--- src/verilog/cpu_settings.svh ---
`ifndef CPU_SETTINGS_SVH
`define CPU_SETTINGS_SVH

// Address of the first instruction fetch after reset
`define CPU_START_PC 16'h0400

`define CPU_ADDR_W 16 // Memory address bus
`define CPU_DATA_W 8 // Memory data bus and register width

`endif
--- src/verilog/cpu_pkg.sv ---
package cpu_pkg;

  // Standard 6502 encodings of the supported subset
  localparam logic [7:0] OP_LDA_IMM = 8'hA9;
  localparam logic [7:0] OP_LDX_IMM = 8'hA2;
  localparam logic [7:0] OP_LDY_IMM = 8'hA0;
  localparam logic [7:0] OP_ADC_IMM = 8'h69;
  localparam logic [7:0] OP_SBC_IMM = 8'hE9;
  localparam logic [7:0] OP_AND_IMM = 8'h29;
  localparam logic [7:0] OP_ORA_IMM = 8'h09;
  localparam logic [7:0] OP_EOR_IMM = 8'h49;
  localparam logic [7:0] OP_STA_ABS = 8'h8D;
  localparam logic [7:0] OP_INX = 8'hE8;
  localparam logic [7:0] OP_INY = 8'hC8;
  localparam logic [7:0] OP_TAX = 8'hAA;
  localparam logic [7:0] OP_CLC = 8'h18;
  localparam logic [7:0] OP_SEC = 8'h38;
  localparam logic [7:0] OP_JMP_ABS = 8'h4C;
  localparam logic [7:0] OP_BRK = 8'h00;

  typedef enum logic [2:0] {
    ALU_PASS, // Operand A unchanged
    ALU_ADD,
    ALU_SUB,
    ALU_AND,
    ALU_OR,
    ALU_XOR,
    ALU_INC
  } alu_op_e;

  typedef enum logic [2:0] {
    ST_FETCH,
    ST_OPERAND,
    ST_ADDR_LO,
    ST_ADDR_HI,
    ST_STORE,
    ST_EXEC, // Opcode decoded, implied ops finish here
    ST_HALT
  } dec_state_e;

  typedef struct packed {
    logic n;
    logic z;
    logic c;
    logic v;
  } flags_t;

  typedef struct packed {
    alu_op_e alu_op;
    logic load_a; // ALU result into A
    logic load_x;
    logic load_y;
    logic src_x; // Operand A is X
    logic src_y; // Operand A is Y
    logic src_m; // Operand A is the read byte
    logic upd_nz;
    logic upd_cv;
    logic set_c;
    logic clr_c;
    logic pc_inc;
    logic pc_load; // PC from the address latch
    logic lat_lo;
    logic lat_hi;
    logic ir_load; // Read byte into the opcode register
  } ctrl_t;

endpackage

--- src/verilog/mem_bus_if.sv ---
`include "cpu_settings.svh"

interface mem_bus_if;
  logic req; // Held by the decoder until done
  logic we;
  logic [`CPU_ADDR_W-1:0] addr;
  logic [`CPU_DATA_W-1:0] wdata;
  logic [`CPU_DATA_W-1:0] rdata; // Valid while done is high
  logic done;

  modport ctrl (
    output req,
    output we,
    input done
  );

  // The datapath needs we to pick the store address
  modport data (
    output addr,
    output wdata,
    input rdata,
    input we
  );

  modport bus (
    input req,
    input we,
    input addr,
    input wdata,
    output rdata,
    output done
  );
endinterface

--- src/verilog/cpu6502_top.sv ---
`include "cpu_settings.svh"

module cpu6502_top (
  input  logic                   clk_cpu,
  input  logic                   rst_n,
  output logic [`CPU_ADDR_W-1:0] mem_addr,
  output logic [`CPU_DATA_W-1:0] mem_wdata,
  input  logic [`CPU_DATA_W-1:0] mem_rdata,
  output logic                   mem_we,
  output logic                   mem_req,
  input  logic                   mem_ready,
  output logic                   halted
);

  mem_bus_if bus_i ();

  cpu_pkg::ctrl_t ctrl;
  cpu_pkg::flags_t flags;
  cpu_pkg::flags_t alu_flags;
  cpu_pkg::alu_op_e alu_op;
  logic [7:0] opcode;
  logic [`CPU_DATA_W-1:0] alu_a;
  logic [`CPU_DATA_W-1:0] alu_b;
  logic [`CPU_DATA_W-1:0] alu_y;
  logic alu_cin;

  instruction_decode u_decode (
    .clk_cpu (clk_cpu),
    .rst_n   (rst_n),
    .opcode  (opcode),
    .flags   (flags),
    .ctrl    (ctrl),
    .bus     (bus_i.ctrl),
    .halted  (halted)
  );

  datapath u_datapath (
    .clk_cpu   (clk_cpu),
    .rst_n     (rst_n),
    .ctrl      (ctrl),
    .bus       (bus_i.data),
    .opcode    (opcode),
    .flags     (flags),
    .alu_a     (alu_a),
    .alu_b     (alu_b),
    .alu_op    (alu_op),
    .alu_cin   (alu_cin),
    .alu_y     (alu_y),
    .alu_flags (alu_flags)
  );

  alu u_alu (
    .clk_cpu (clk_cpu),
    .op      (alu_op),
    .a       (alu_a),
    .b       (alu_b),
    .cin     (alu_cin),
    .y       (alu_y),
    .flags   (alu_flags)
  );

  bus_unit u_bus (
    .clk_cpu   (clk_cpu),
    .rst_n     (rst_n),
    .bus       (bus_i.bus),
    .mem_addr  (mem_addr),
    .mem_wdata (mem_wdata),
    .mem_rdata (mem_rdata),
    .mem_we    (mem_we),
    .mem_req   (mem_req),
    .mem_ready (mem_ready)
  );

endmodule

--- src/verilog/datapath.sv ---
`include "cpu_settings.svh"

module datapath (
  input  logic                   clk_cpu,
  input  logic                   rst_n,
  input  cpu_pkg::ctrl_t         ctrl,
  mem_bus_if.data                bus,
  output logic [7:0]             opcode,
  output cpu_pkg::flags_t        flags,
  output logic [`CPU_DATA_W-1:0] alu_a,
  output logic [`CPU_DATA_W-1:0] alu_b,
  output cpu_pkg::alu_op_e       alu_op,
  output logic                   alu_cin,
  input  logic [`CPU_DATA_W-1:0] alu_y,
  input  cpu_pkg::flags_t        alu_flags
);

  logic [`CPU_DATA_W-1:0] a_q;
  logic [`CPU_DATA_W-1:0] x_q;
  logic [`CPU_DATA_W-1:0] y_q;
  logic [7:0] ir_q;
  logic [`CPU_ADDR_W-1:0] pc_q;
  logic [`CPU_ADDR_W-1:0] lat_q; // Absolute address from the operand bytes
  logic [`CPU_ADDR_W-1:0] lat_nxt;
  cpu_pkg::flags_t flags_q;

  // Latch value including the byte arriving this cycle, so JMP loads PC directly
  assign lat_nxt = {ctrl.lat_hi ? bus.rdata : lat_q[`CPU_ADDR_W-1:8],
                    ctrl.lat_lo ? bus.rdata : lat_q[7:0]};

  always_comb begin
    if (ctrl.src_x) begin
      alu_a = x_q;
    end else if (ctrl.src_y) begin
      alu_a = y_q;
    end else if (ctrl.src_m) begin
      alu_a = bus.rdata; // Immediate loads
    end else begin
      alu_a = a_q;
    end
  end

  assign alu_b = bus.rdata;
  assign alu_op = ctrl.alu_op;
  assign alu_cin = flags_q.c;

  assign bus.addr = bus.we ? lat_q : pc_q; // Stores go to the latched address
  assign bus.wdata = a_q;
  assign opcode = ir_q;
  assign flags = flags_q;

  always_ff @(posedge clk_cpu) begin
    if (!rst_n) begin
      a_q <= '0;
      x_q <= '0;
      y_q <= '0;
      pc_q <= `CPU_START_PC;
      flags_q <= '0;
    end else begin
      if (ctrl.load_a) a_q <= alu_y;
      if (ctrl.load_x) x_q <= alu_y;
      if (ctrl.load_y) y_q <= alu_y;
      if (ctrl.pc_load) begin
        pc_q <= lat_nxt;
      end else if (ctrl.pc_inc) begin
        pc_q <= pc_q + 1'b1;
      end
      if (ctrl.upd_nz) begin
        flags_q.n <= alu_flags.n;
        flags_q.z <= alu_flags.z;
      end
      if (ctrl.upd_cv) begin
        flags_q.c <= alu_flags.c;
        flags_q.v <= alu_flags.v;
      end else if (ctrl.set_c) begin
        flags_q.c <= 1'b1;
      end else if (ctrl.clr_c) begin
        flags_q.c <= 1'b0;
      end
    end
  end

  always_ff @(posedge clk_cpu) begin
    if (ctrl.ir_load) ir_q <= bus.rdata;
    lat_q <= lat_nxt;
  end

endmodule

--- src/verilog/alu.sv ---
`include "cpu_settings.svh"

module alu (
  input  logic                   clk_cpu,
  input  cpu_pkg::alu_op_e       op,
  input  logic [`CPU_DATA_W-1:0] a,
  input  logic [`CPU_DATA_W-1:0] b,
  input  logic                   cin,
  output logic [`CPU_DATA_W-1:0] y,
  output cpu_pkg::flags_t        flags
);

  logic [`CPU_DATA_W-1:0] b_eff; // Inverted for subtract
  logic [`CPU_DATA_W:0] sum;

  assign b_eff = (op == cpu_pkg::ALU_SUB) ? ~b : b;
  assign sum = {1'b0, a} + {1'b0, b_eff} + {{`CPU_DATA_W{1'b0}}, cin};

  always_comb begin
    flags.c = 1'b0;
    flags.v = 1'b0;
    case (op)
      cpu_pkg::ALU_ADD, cpu_pkg::ALU_SUB: begin
        y = sum[`CPU_DATA_W-1:0];
        flags.c = sum[`CPU_DATA_W]; // For SUB, set means no borrow
        flags.v = (a[`CPU_DATA_W-1] == b_eff[`CPU_DATA_W-1]) &&
                  (y[`CPU_DATA_W-1] != a[`CPU_DATA_W-1]);
      end
      cpu_pkg::ALU_AND: y = a & b;
      cpu_pkg::ALU_OR: y = a | b;
      cpu_pkg::ALU_XOR: y = a ^ b;
      cpu_pkg::ALU_INC: y = a + 1'b1; // Wraps FF to 00
      default: y = a;
    endcase
    flags.n = y[`CPU_DATA_W-1];
    flags.z = (y == '0);
  end

  // Only defined operations reach the ALU
  assert property (@(posedge clk_cpu)
    op inside {cpu_pkg::ALU_PASS, cpu_pkg::ALU_ADD, cpu_pkg::ALU_SUB, cpu_pkg::ALU_AND,
               cpu_pkg::ALU_OR, cpu_pkg::ALU_XOR, cpu_pkg::ALU_INC})
  else $error("alu: invalid operation %0d", op);

endmodule

--- src/verilog/instruction_decode.sv ---
module instruction_decode (
  input  logic               clk_cpu,
  input  logic               rst_n,
  input  logic [7:0]         opcode,
  input  cpu_pkg::flags_t    flags,
  output cpu_pkg::ctrl_t     ctrl,
  mem_bus_if.ctrl            bus,
  output logic               halted
);

  cpu_pkg::dec_state_e state;
  cpu_pkg::dec_state_e state_nxt;

  always_comb begin
    ctrl = '0;
    state_nxt = state;
    bus.req = 1'b0;
    bus.we = 1'b0;
    case (state)
      cpu_pkg::ST_FETCH: begin
        bus.req = !bus.done;
        if (bus.done) begin
          ctrl.ir_load = 1'b1;
          ctrl.pc_inc = 1'b1;
          state_nxt = cpu_pkg::ST_EXEC;
        end
      end
      cpu_pkg::ST_EXEC: begin
        state_nxt = cpu_pkg::ST_FETCH; // Implied ops finish in this cycle
        case (opcode)
          cpu_pkg::OP_INX: begin
            ctrl.alu_op = cpu_pkg::ALU_INC;
            ctrl.src_x = 1'b1;
            ctrl.load_x = 1'b1;
            ctrl.upd_nz = 1'b1;
          end
          cpu_pkg::OP_INY: begin
            ctrl.alu_op = cpu_pkg::ALU_INC;
            ctrl.src_y = 1'b1;
            ctrl.load_y = 1'b1;
            ctrl.upd_nz = 1'b1;
          end
          cpu_pkg::OP_TAX: begin
            ctrl.load_x = 1'b1; // Pass of A
            ctrl.upd_nz = 1'b1;
          end
          cpu_pkg::OP_CLC: ctrl.clr_c = 1'b1;
          cpu_pkg::OP_SEC: ctrl.set_c = 1'b1;
          cpu_pkg::OP_LDA_IMM, cpu_pkg::OP_LDX_IMM, cpu_pkg::OP_LDY_IMM,
          cpu_pkg::OP_ADC_IMM, cpu_pkg::OP_SBC_IMM, cpu_pkg::OP_AND_IMM,
          cpu_pkg::OP_ORA_IMM, cpu_pkg::OP_EOR_IMM: state_nxt = cpu_pkg::ST_OPERAND;
          cpu_pkg::OP_STA_ABS, cpu_pkg::OP_JMP_ABS: state_nxt = cpu_pkg::ST_ADDR_LO;
          default: state_nxt = cpu_pkg::ST_HALT; // BRK and unknown opcodes
        endcase
      end
      cpu_pkg::ST_OPERAND: begin
        bus.req = !bus.done;
        if (bus.done) begin
          ctrl.pc_inc = 1'b1;
          ctrl.upd_nz = 1'b1;
          state_nxt = cpu_pkg::ST_FETCH;
          case (opcode)
            cpu_pkg::OP_LDA_IMM: {ctrl.src_m, ctrl.load_a} = 2'b11;
            cpu_pkg::OP_LDX_IMM: {ctrl.src_m, ctrl.load_x} = 2'b11;
            cpu_pkg::OP_LDY_IMM: {ctrl.src_m, ctrl.load_y} = 2'b11;
            cpu_pkg::OP_ADC_IMM: ctrl.alu_op = cpu_pkg::ALU_ADD;
            cpu_pkg::OP_SBC_IMM: ctrl.alu_op = cpu_pkg::ALU_SUB;
            cpu_pkg::OP_AND_IMM: ctrl.alu_op = cpu_pkg::ALU_AND;
            cpu_pkg::OP_ORA_IMM: ctrl.alu_op = cpu_pkg::ALU_OR;
            default: ctrl.alu_op = cpu_pkg::ALU_XOR;
          endcase
          if (opcode == cpu_pkg::OP_ADC_IMM || opcode == cpu_pkg::OP_SBC_IMM) begin
            ctrl.upd_cv = 1'b1;
          end
          if (!ctrl.src_m) begin
            ctrl.load_a = 1'b1; // Logic and arithmetic ops write A
          end
        end
      end
      cpu_pkg::ST_ADDR_LO: begin
        bus.req = !bus.done;
        if (bus.done) begin
          ctrl.lat_lo = 1'b1;
          ctrl.pc_inc = 1'b1;
          state_nxt = cpu_pkg::ST_ADDR_HI;
        end
      end
      cpu_pkg::ST_ADDR_HI: begin
        bus.req = !bus.done;
        if (bus.done) begin
          ctrl.lat_hi = 1'b1;
          if (opcode == cpu_pkg::OP_JMP_ABS) begin
            ctrl.pc_load = 1'b1;
            state_nxt = cpu_pkg::ST_FETCH;
          end else begin
            ctrl.pc_inc = 1'b1;
            state_nxt = cpu_pkg::ST_STORE;
          end
        end
      end
      cpu_pkg::ST_STORE: begin
        bus.req = !bus.done;
        bus.we = 1'b1;
        if (bus.done) begin
          state_nxt = cpu_pkg::ST_FETCH;
        end
      end
      default: state_nxt = cpu_pkg::ST_HALT;
    endcase
  end

  always_ff @(posedge clk_cpu) begin
    if (!rst_n) begin
      state <= cpu_pkg::ST_FETCH;
    end else begin
      state <= state_nxt;
    end
  end

  assign halted = (state == cpu_pkg::ST_HALT);

  assert property (@(posedge clk_cpu) disable iff (!rst_n)
    state == cpu_pkg::ST_HALT |-> !bus.req)
  else $error("instruction_decode: request issued after halt");

  // SEC and CLC must reach the datapath carry by the next cycle
  assert property (@(posedge clk_cpu) disable iff (!rst_n)
    state == cpu_pkg::ST_EXEC && (opcode == cpu_pkg::OP_SEC || opcode == cpu_pkg::OP_CLC)
    |=> flags.c == (opcode == cpu_pkg::OP_SEC))
  else $error("instruction_decode: carry flag not updated by SEC/CLC");

endmodule

--- src/verilog/bus_unit.sv ---
`include "cpu_settings.svh"

module bus_unit (
  input  logic                   clk_cpu,
  input  logic                   rst_n,
  mem_bus_if.bus                 bus,
  output logic [`CPU_ADDR_W-1:0] mem_addr,
  output logic [`CPU_DATA_W-1:0] mem_wdata,
  input  logic [`CPU_DATA_W-1:0] mem_rdata,
  output logic                   mem_we,
  output logic                   mem_req,
  input  logic                   mem_ready
);

  logic busy; // A transfer is out on the external bus
  logic take; // Idle and a new request arrives
  logic finish; // Memory accepts on this edge

  assign take = !busy && bus.req;
  assign finish = busy && mem_ready;
  assign mem_req = busy;

  always_ff @(posedge clk_cpu) begin
    if (!rst_n) begin
      busy <= 1'b0;
      mem_we <= 1'b0;
      bus.done <= 1'b0;
    end else begin
      bus.done <= finish; // One cycle pulse after acceptance
      if (take) begin
        busy <= 1'b1;
        mem_we <= bus.we;
      end else if (finish) begin
        busy <= 1'b0;
        mem_we <= 1'b0;
      end
    end
  end

  // Address and data held from request until accept
  always_ff @(posedge clk_cpu) begin
    if (take) begin
      mem_addr <= bus.addr;
      mem_wdata <= bus.wdata;
    end
    if (finish) begin
      bus.rdata <= mem_rdata; // Captured in the ready cycle
    end
  end

  // External request must not change while the memory stalls it
  assert property (@(posedge clk_cpu) disable iff (!rst_n)
    mem_req && !mem_ready |=> $stable(mem_addr) && $stable(mem_we) && $stable(mem_wdata))
  else $error("bus_unit: request changed while waiting for mem_ready");

endmodule

--- config.mk ---
export PLATFORM = sky130hd
export DESIGN_NAME = cpu6502_top
export DESIGN_NICKNAME = d
export VERILOG_FILES = /design/src/verilog/cpu_pkg.sv /design/src/verilog/mem_bus_if.sv /design/src/verilog/cpu6502_top.sv /design/src/verilog/datapath.sv /design/src/verilog/alu.sv /design/src/verilog/instruction_decode.sv /design/src/verilog/bus_unit.sv
export VERILOG_INCLUDE_DIRS = /design/src /design/src/verilog
export SDC_FILE = /design/constraint.sdc
export NUM_CORES = 1
export LEC_CHECK = 0
export BUFFER_PORTS_ARGS = -buffer_cell sky130_fd_sc_hd__buf_4
export CAP_MARGIN = 20
export CORE_UTILIZATION = 45
export CTS_BUF_LIST = sky130_fd_sc_hd__clkbuf_2
export CTS_CLUSTER_SIZE = 28
export DETAILED_ROUTE_END_ITERATION = 10
export HOLD_SLACK_MARGIN = 0.12
export PLACE_DENSITY = 0.6
export SLEW_MARGIN = 15
export SYNTH_ARGS = -nofsm -noshare
export SYNTH_HDL_FRONTEND = slang
export SYNTH_SLANG_ARGS = --single-unit
--- constraint.sdc ---
create_clock -name clk_cpu -period 6.9 [get_ports clk_cpu]
set_clock_uncertainty 0.2 [all_clocks]
set_input_delay 1.035 -clock clk_cpu [delete_from_list [all_inputs] [get_ports clk_cpu]]
set_output_delay 1.035 -clock clk_cpu [all_outputs]
set_load 0.01 [all_outputs]
==> results.txt <==
- The first global-routing pass estimated 24700 um of wire.
* Tmin final: 5.22 ns
- Cell-internal power: 0.833 mW
- The path with the worst hold slack has its endpoint at u_datapath.lat_q[10].
- In this run the most critical hold path is launched from u_datapath.lat_q[10].
- Met1 track demand over resource: 0.353
- sky130_fd_sc_hd__dfxtp_1 takes more of the synthesized area than any other cell.
- Once the clock tree was built, the resizer swapped 0 gates to a different size.
* Fraction of layout cells with a size suffix above 1: 0.170
- The worst setup path is launched from a register.
- The initial utilization of the core area, before any placement, comes to 0.463.
* Post-Syn Area: 5870 um2
* Area post-placement: 6240 um2
- The count of nets left with antenna violations once routing finished came out at 0.
* Most heavily used metal layer in global routing: met2
- Derived from the worst setup path, the maximum achievable clock frequency is 0.192 GHz.
- At the worst endpoint, the arrival time is 5.61 ns.
- The core region is 12700 um2.
- Routability-driven placement finished with a final weighted congestion of 0.964.
* Area of the die: 13500 um2
* Final hold viol count: 0
- The number of antenna violations at the first check in global routing is 0.
- The share of total power dissipated in sequential elements is 0.606.
* Static Leak: 2.41 nW
* Combinational share of power: 0.086
- The tree is rooted in a sky130_fd_sc_hd__clkbuf_2.
- The share of synthesized area in the top cell type comes to 0.215.
* Commonest cells after routing, fill and taps aside: 71 x sky130_fd_sc_hd__o21ai_0, 63 x sky130_fd_sc_hd__dfxtp_1, 47 x sky130_fd_sc_hd__nor2_1
- Hold Path Depth: 2
- Setup slack of the most critical reg-to-reg path: 1.68 ns
- Iteration count of the initial detailed-routing pass: 5
* Die extent in x: 116 um
- Clk pin slew, worst setup/hold paths: 0.32 ns
- Across the run, the number of max-cap violations was 0.
* Met3 routing resource usage after global routing: 0.0322
- In this run the critical register-to-register path is launched from u_datapath.opcode[5].
* Postcts setup bufs: 0
- Post-route setup TNS: 0 ns
* Aggregate global-route resource usage: 0.246
- Class of the most critical setup path: register to register
- Top_reg_cell synth: sky130_fd_sc_hd__dfxtp_1
* # DRC: 0
- Num rows: 41
* Clock buffers created by TritonCTS: 9
- Placed wire-length estimate after detailed placement: 10900 um
- Of the synthesized area, sequential elements account for 0.420.
- Critical path peak fanout: 21
- Entering global routing, the biggest net connects 33 pins.
* Sink Count: 103
* Run status: finished clean
- From synthesis to final layout, the design area changed by 8.78%.
- Number of vias per cell: 6.05
* Setup repair after global routing missed its margin: false
* Die Y: 116 um
* Number of nets produced by synthesis: 662
- Of the total power, the share spent switching nets is 0.266.
* Skew-Pair Late Insertion Delay: 0.65 ns
- Vias in the first global route: 4509
* Final standard cell area without fillers: 6380 um2
* Number of synthesized flops with an enable pin: 40
- Total power per unit cell area: 178 nW/um2
- VDD sags by at most 0.0966 mV.
- Counting cells, the worst reg-to-reg path comes to 13.
- The synthesized design contains 103 register bits.
- Capture point of the worst reg-to-reg path: u_datapath.alu_cin
- Synth area leaders: sky130_fd_sc_hd__dfxtp_1 21%, sky130_fd_sc_hd__edfxtp_1 20%, sky130_fd_sc_hd__o21ai_0 6.1%
* Transition at the pin with the smallest max-transition slack: 1.12 ns
- In this run the count of I/O pins placed on the die edge is 38.
- The number of pins exceeding their max-slew limit in the final report is 0.
- Count of port buffers added during placement: 37
* Final-stage net count: 681
- The first routing iteration left 414 violations.
* Worst relative slew slack: 0.248
- Mean Syn Cell Area: 9.41 um2
- For this design, the CTS-stage hold fixing added 0 buffers.
- Largest buffer count on any clock path: 2
* Diode count: 0
- Via count: 4962
- After detailed routing, the total wire length is 15900 um.
* Clock share of power: 0.308
* Async SR Flop Fraction: 0
* Post-route fraction of the period consumed by the critical path: 0.756
* Met2 track demand over resource: 0.366
- Endpoint type of the worst setup path: register
- The path class of the tightest hold or removal check is register to register.
- Final routed wire length divided by cell count: 19.4 um
* Worst path required time: 7.30 ns
- For this run the aggregate overflow at the end of global routing stands at 0.
* Final-report setup violation count: 0
- The clock tree synthesis step divided the H-tree into 3 levels.
- Commonest non-fill, non-tap cell in the layout: sky130_fd_sc_hd__o21ai_0
* Switching power total: 0.302 mW
* Number of distinct library cells after synthesis: 79
- TritonCTS built the clock tree.
* Yosys warning count: 0
- Synthesis produced a netlist whose cell count is 624.
==> cell type report <==
cell class              count  area (um2)
well taps                 172         215
multi-input cells         458        3130
fillers                  1172        6290
clock inverters             7         103
flip-flops and latches    103        2460
inverters                  28         106
repair buffers             43         323
clock buffers               9        45.0
==> cells in the mapped netlist, types with 4 or more instances <==
cell type and number:
sky130_fd_sc_hd__a2111oi_0 5, sky130_fd_sc_hd__a211oi_1 7, sky130_fd_sc_hd__a21oi_1 34, sky130_fd_sc_hd__a221oi_1 6
sky130_fd_sc_hd__a31oi_1 17, sky130_fd_sc_hd__and2_1 4, sky130_fd_sc_hd__and4_1 6, sky130_fd_sc_hd__buf_6 5
sky130_fd_sc_hd__clkbuf_1 24, sky130_fd_sc_hd__dfxtp_1 63, sky130_fd_sc_hd__edfxtp_1 40, sky130_fd_sc_hd__ha_1 25
sky130_fd_sc_hd__inv_1 23, sky130_fd_sc_hd__mux2_2 27, sky130_fd_sc_hd__mux2i_1 12, sky130_fd_sc_hd__nand2_1 46
sky130_fd_sc_hd__nand2b_1 9, sky130_fd_sc_hd__nand3_1 20, sky130_fd_sc_hd__nand3b_1 7, sky130_fd_sc_hd__nand4_1 5
sky130_fd_sc_hd__nor2_1 47, sky130_fd_sc_hd__nor3_1 12, sky130_fd_sc_hd__nor4_1 6, sky130_fd_sc_hd__o211a_1 6
sky130_fd_sc_hd__o211ai_1 7, sky130_fd_sc_hd__o21ai_0 71, sky130_fd_sc_hd__xnor2_1 11
==> stage by stage <==
step	util	setup WS [ns]	power, mW	cells	hold slack [ns]
final	0.504	1.68	1.13	820	0.283
after global routing	0.504	1.46	1.18	820	0.297
after CTS	0.504	1.80	1.14	820	0.286
after detailed placement	0.492	1.86	0.797	804	0.246
after global placement	0.492	2.06	0.794	804	0.234
after floorplan	-	2.82	0.750	624	0.220
==> worst max-delay path, stage by stage (launching register included) <==
cell and delay, ns:
sky130_fd_sc_hd__edfxtp_1 1.07, sky130_fd_sc_hd__or4b_4 0.60, sky130_fd_sc_hd__a2111oi_4 0.75, sky130_fd_sc_hd__mux2i_1 0.37
sky130_fd_sc_hd__nand2_1 0.18, sky130_fd_sc_hd__fa_1 0.46, sky130_fd_sc_hd__fa_1 0.41, sky130_fd_sc_hd__nor2b_1 0.14
sky130_fd_sc_hd__o21a_1 0.15, sky130_fd_sc_hd__o21ai_0 0.11, sky130_fd_sc_hd__a21boi_0 0.26, sky130_fd_sc_hd__o21ai_0 0.15
sky130_fd_sc_hd__a21bo_2 0.22, sky130_fd_sc_hd__a21oi_1 0.12
==> per-layer routing <==
| metal | part of all wire | vias up |
|---|---|---|
| met4 | 0.028 | 0 |
| met1 | 0.48 | 2403 |
| met5 | 0 | - |
| met3 | 0.053 | 29 |
| li1 | - | 2354 |
| met2 | 0.44 | 176 |
==> state kept, by name, summed over array words and instances, names as in the netlist, 3 cells and up <==
register,cells
u_bus.mem_wdata,8
u_decode.state,3
u_datapath.pc_q,16
u_datapath.bus.wdata,8
u_datapath.lat_q,16
u_bus.bus.rdata,8
u_datapath.x_q,8
u_bus.mem_addr,16
u_datapath.opcode,8
u_datapath.y_q,8
==> power by group through the flow <==
| stage | Clock (mW) | Combinational, mW | Sequential (mW) |
|---|---|---|---|
| 2_1_floorplan | 0 | 0.0539 | 0.696 |
| 3_3_place_gp | 0 | 0.0961 | 0.698 |
| 3_5_place_dp | 0 | 0.0972 | 0.699 |
| 4_1_cts | 0.357 | 0.0977 | 0.688 |
| 5_1_grt | 0.377 | 0.106 | 0.693 |
| 6_report | 0.350 | 0.0973 | 0.688 |
==> logic make-up after synthesis <==
family / after synthesis / share of synthesized area
AO/OA/AOI/OAI: 184 / 0.200
XOR/XNOR: 12 / 0.0179
adder cells (fa/ha/maj): 27 / 0.0601
buffers and inverters: 63 / 0.0492
flip-flops: 103 / 0.420
multiplexers: 39 / 0.0723
AND/OR/NAND/NOR: 196 / 0.181
==> how the worst max path moves through the flow <==
stage                               from            endpoint  slack (ns)  depth (start not counted)
floorplan           u_datapath.opcode[4]  u_datapath.alu_cin        2.82                         14
global placement    u_datapath.opcode[5]  u_datapath.alu_cin        2.06                         13
detailed placement  u_datapath.opcode[5]  u_datapath.alu_cin        1.86                         13
CTS                 u_datapath.opcode[5]  u_datapath.alu_cin        1.80                         13
global route        u_datapath.opcode[5]  u_datapath.alu_cin        1.46                         13
finish              u_datapath.opcode[5]  u_datapath.alu_cin        1.68                         13
No activity file was read; power rests on OpenSTA's default activity.
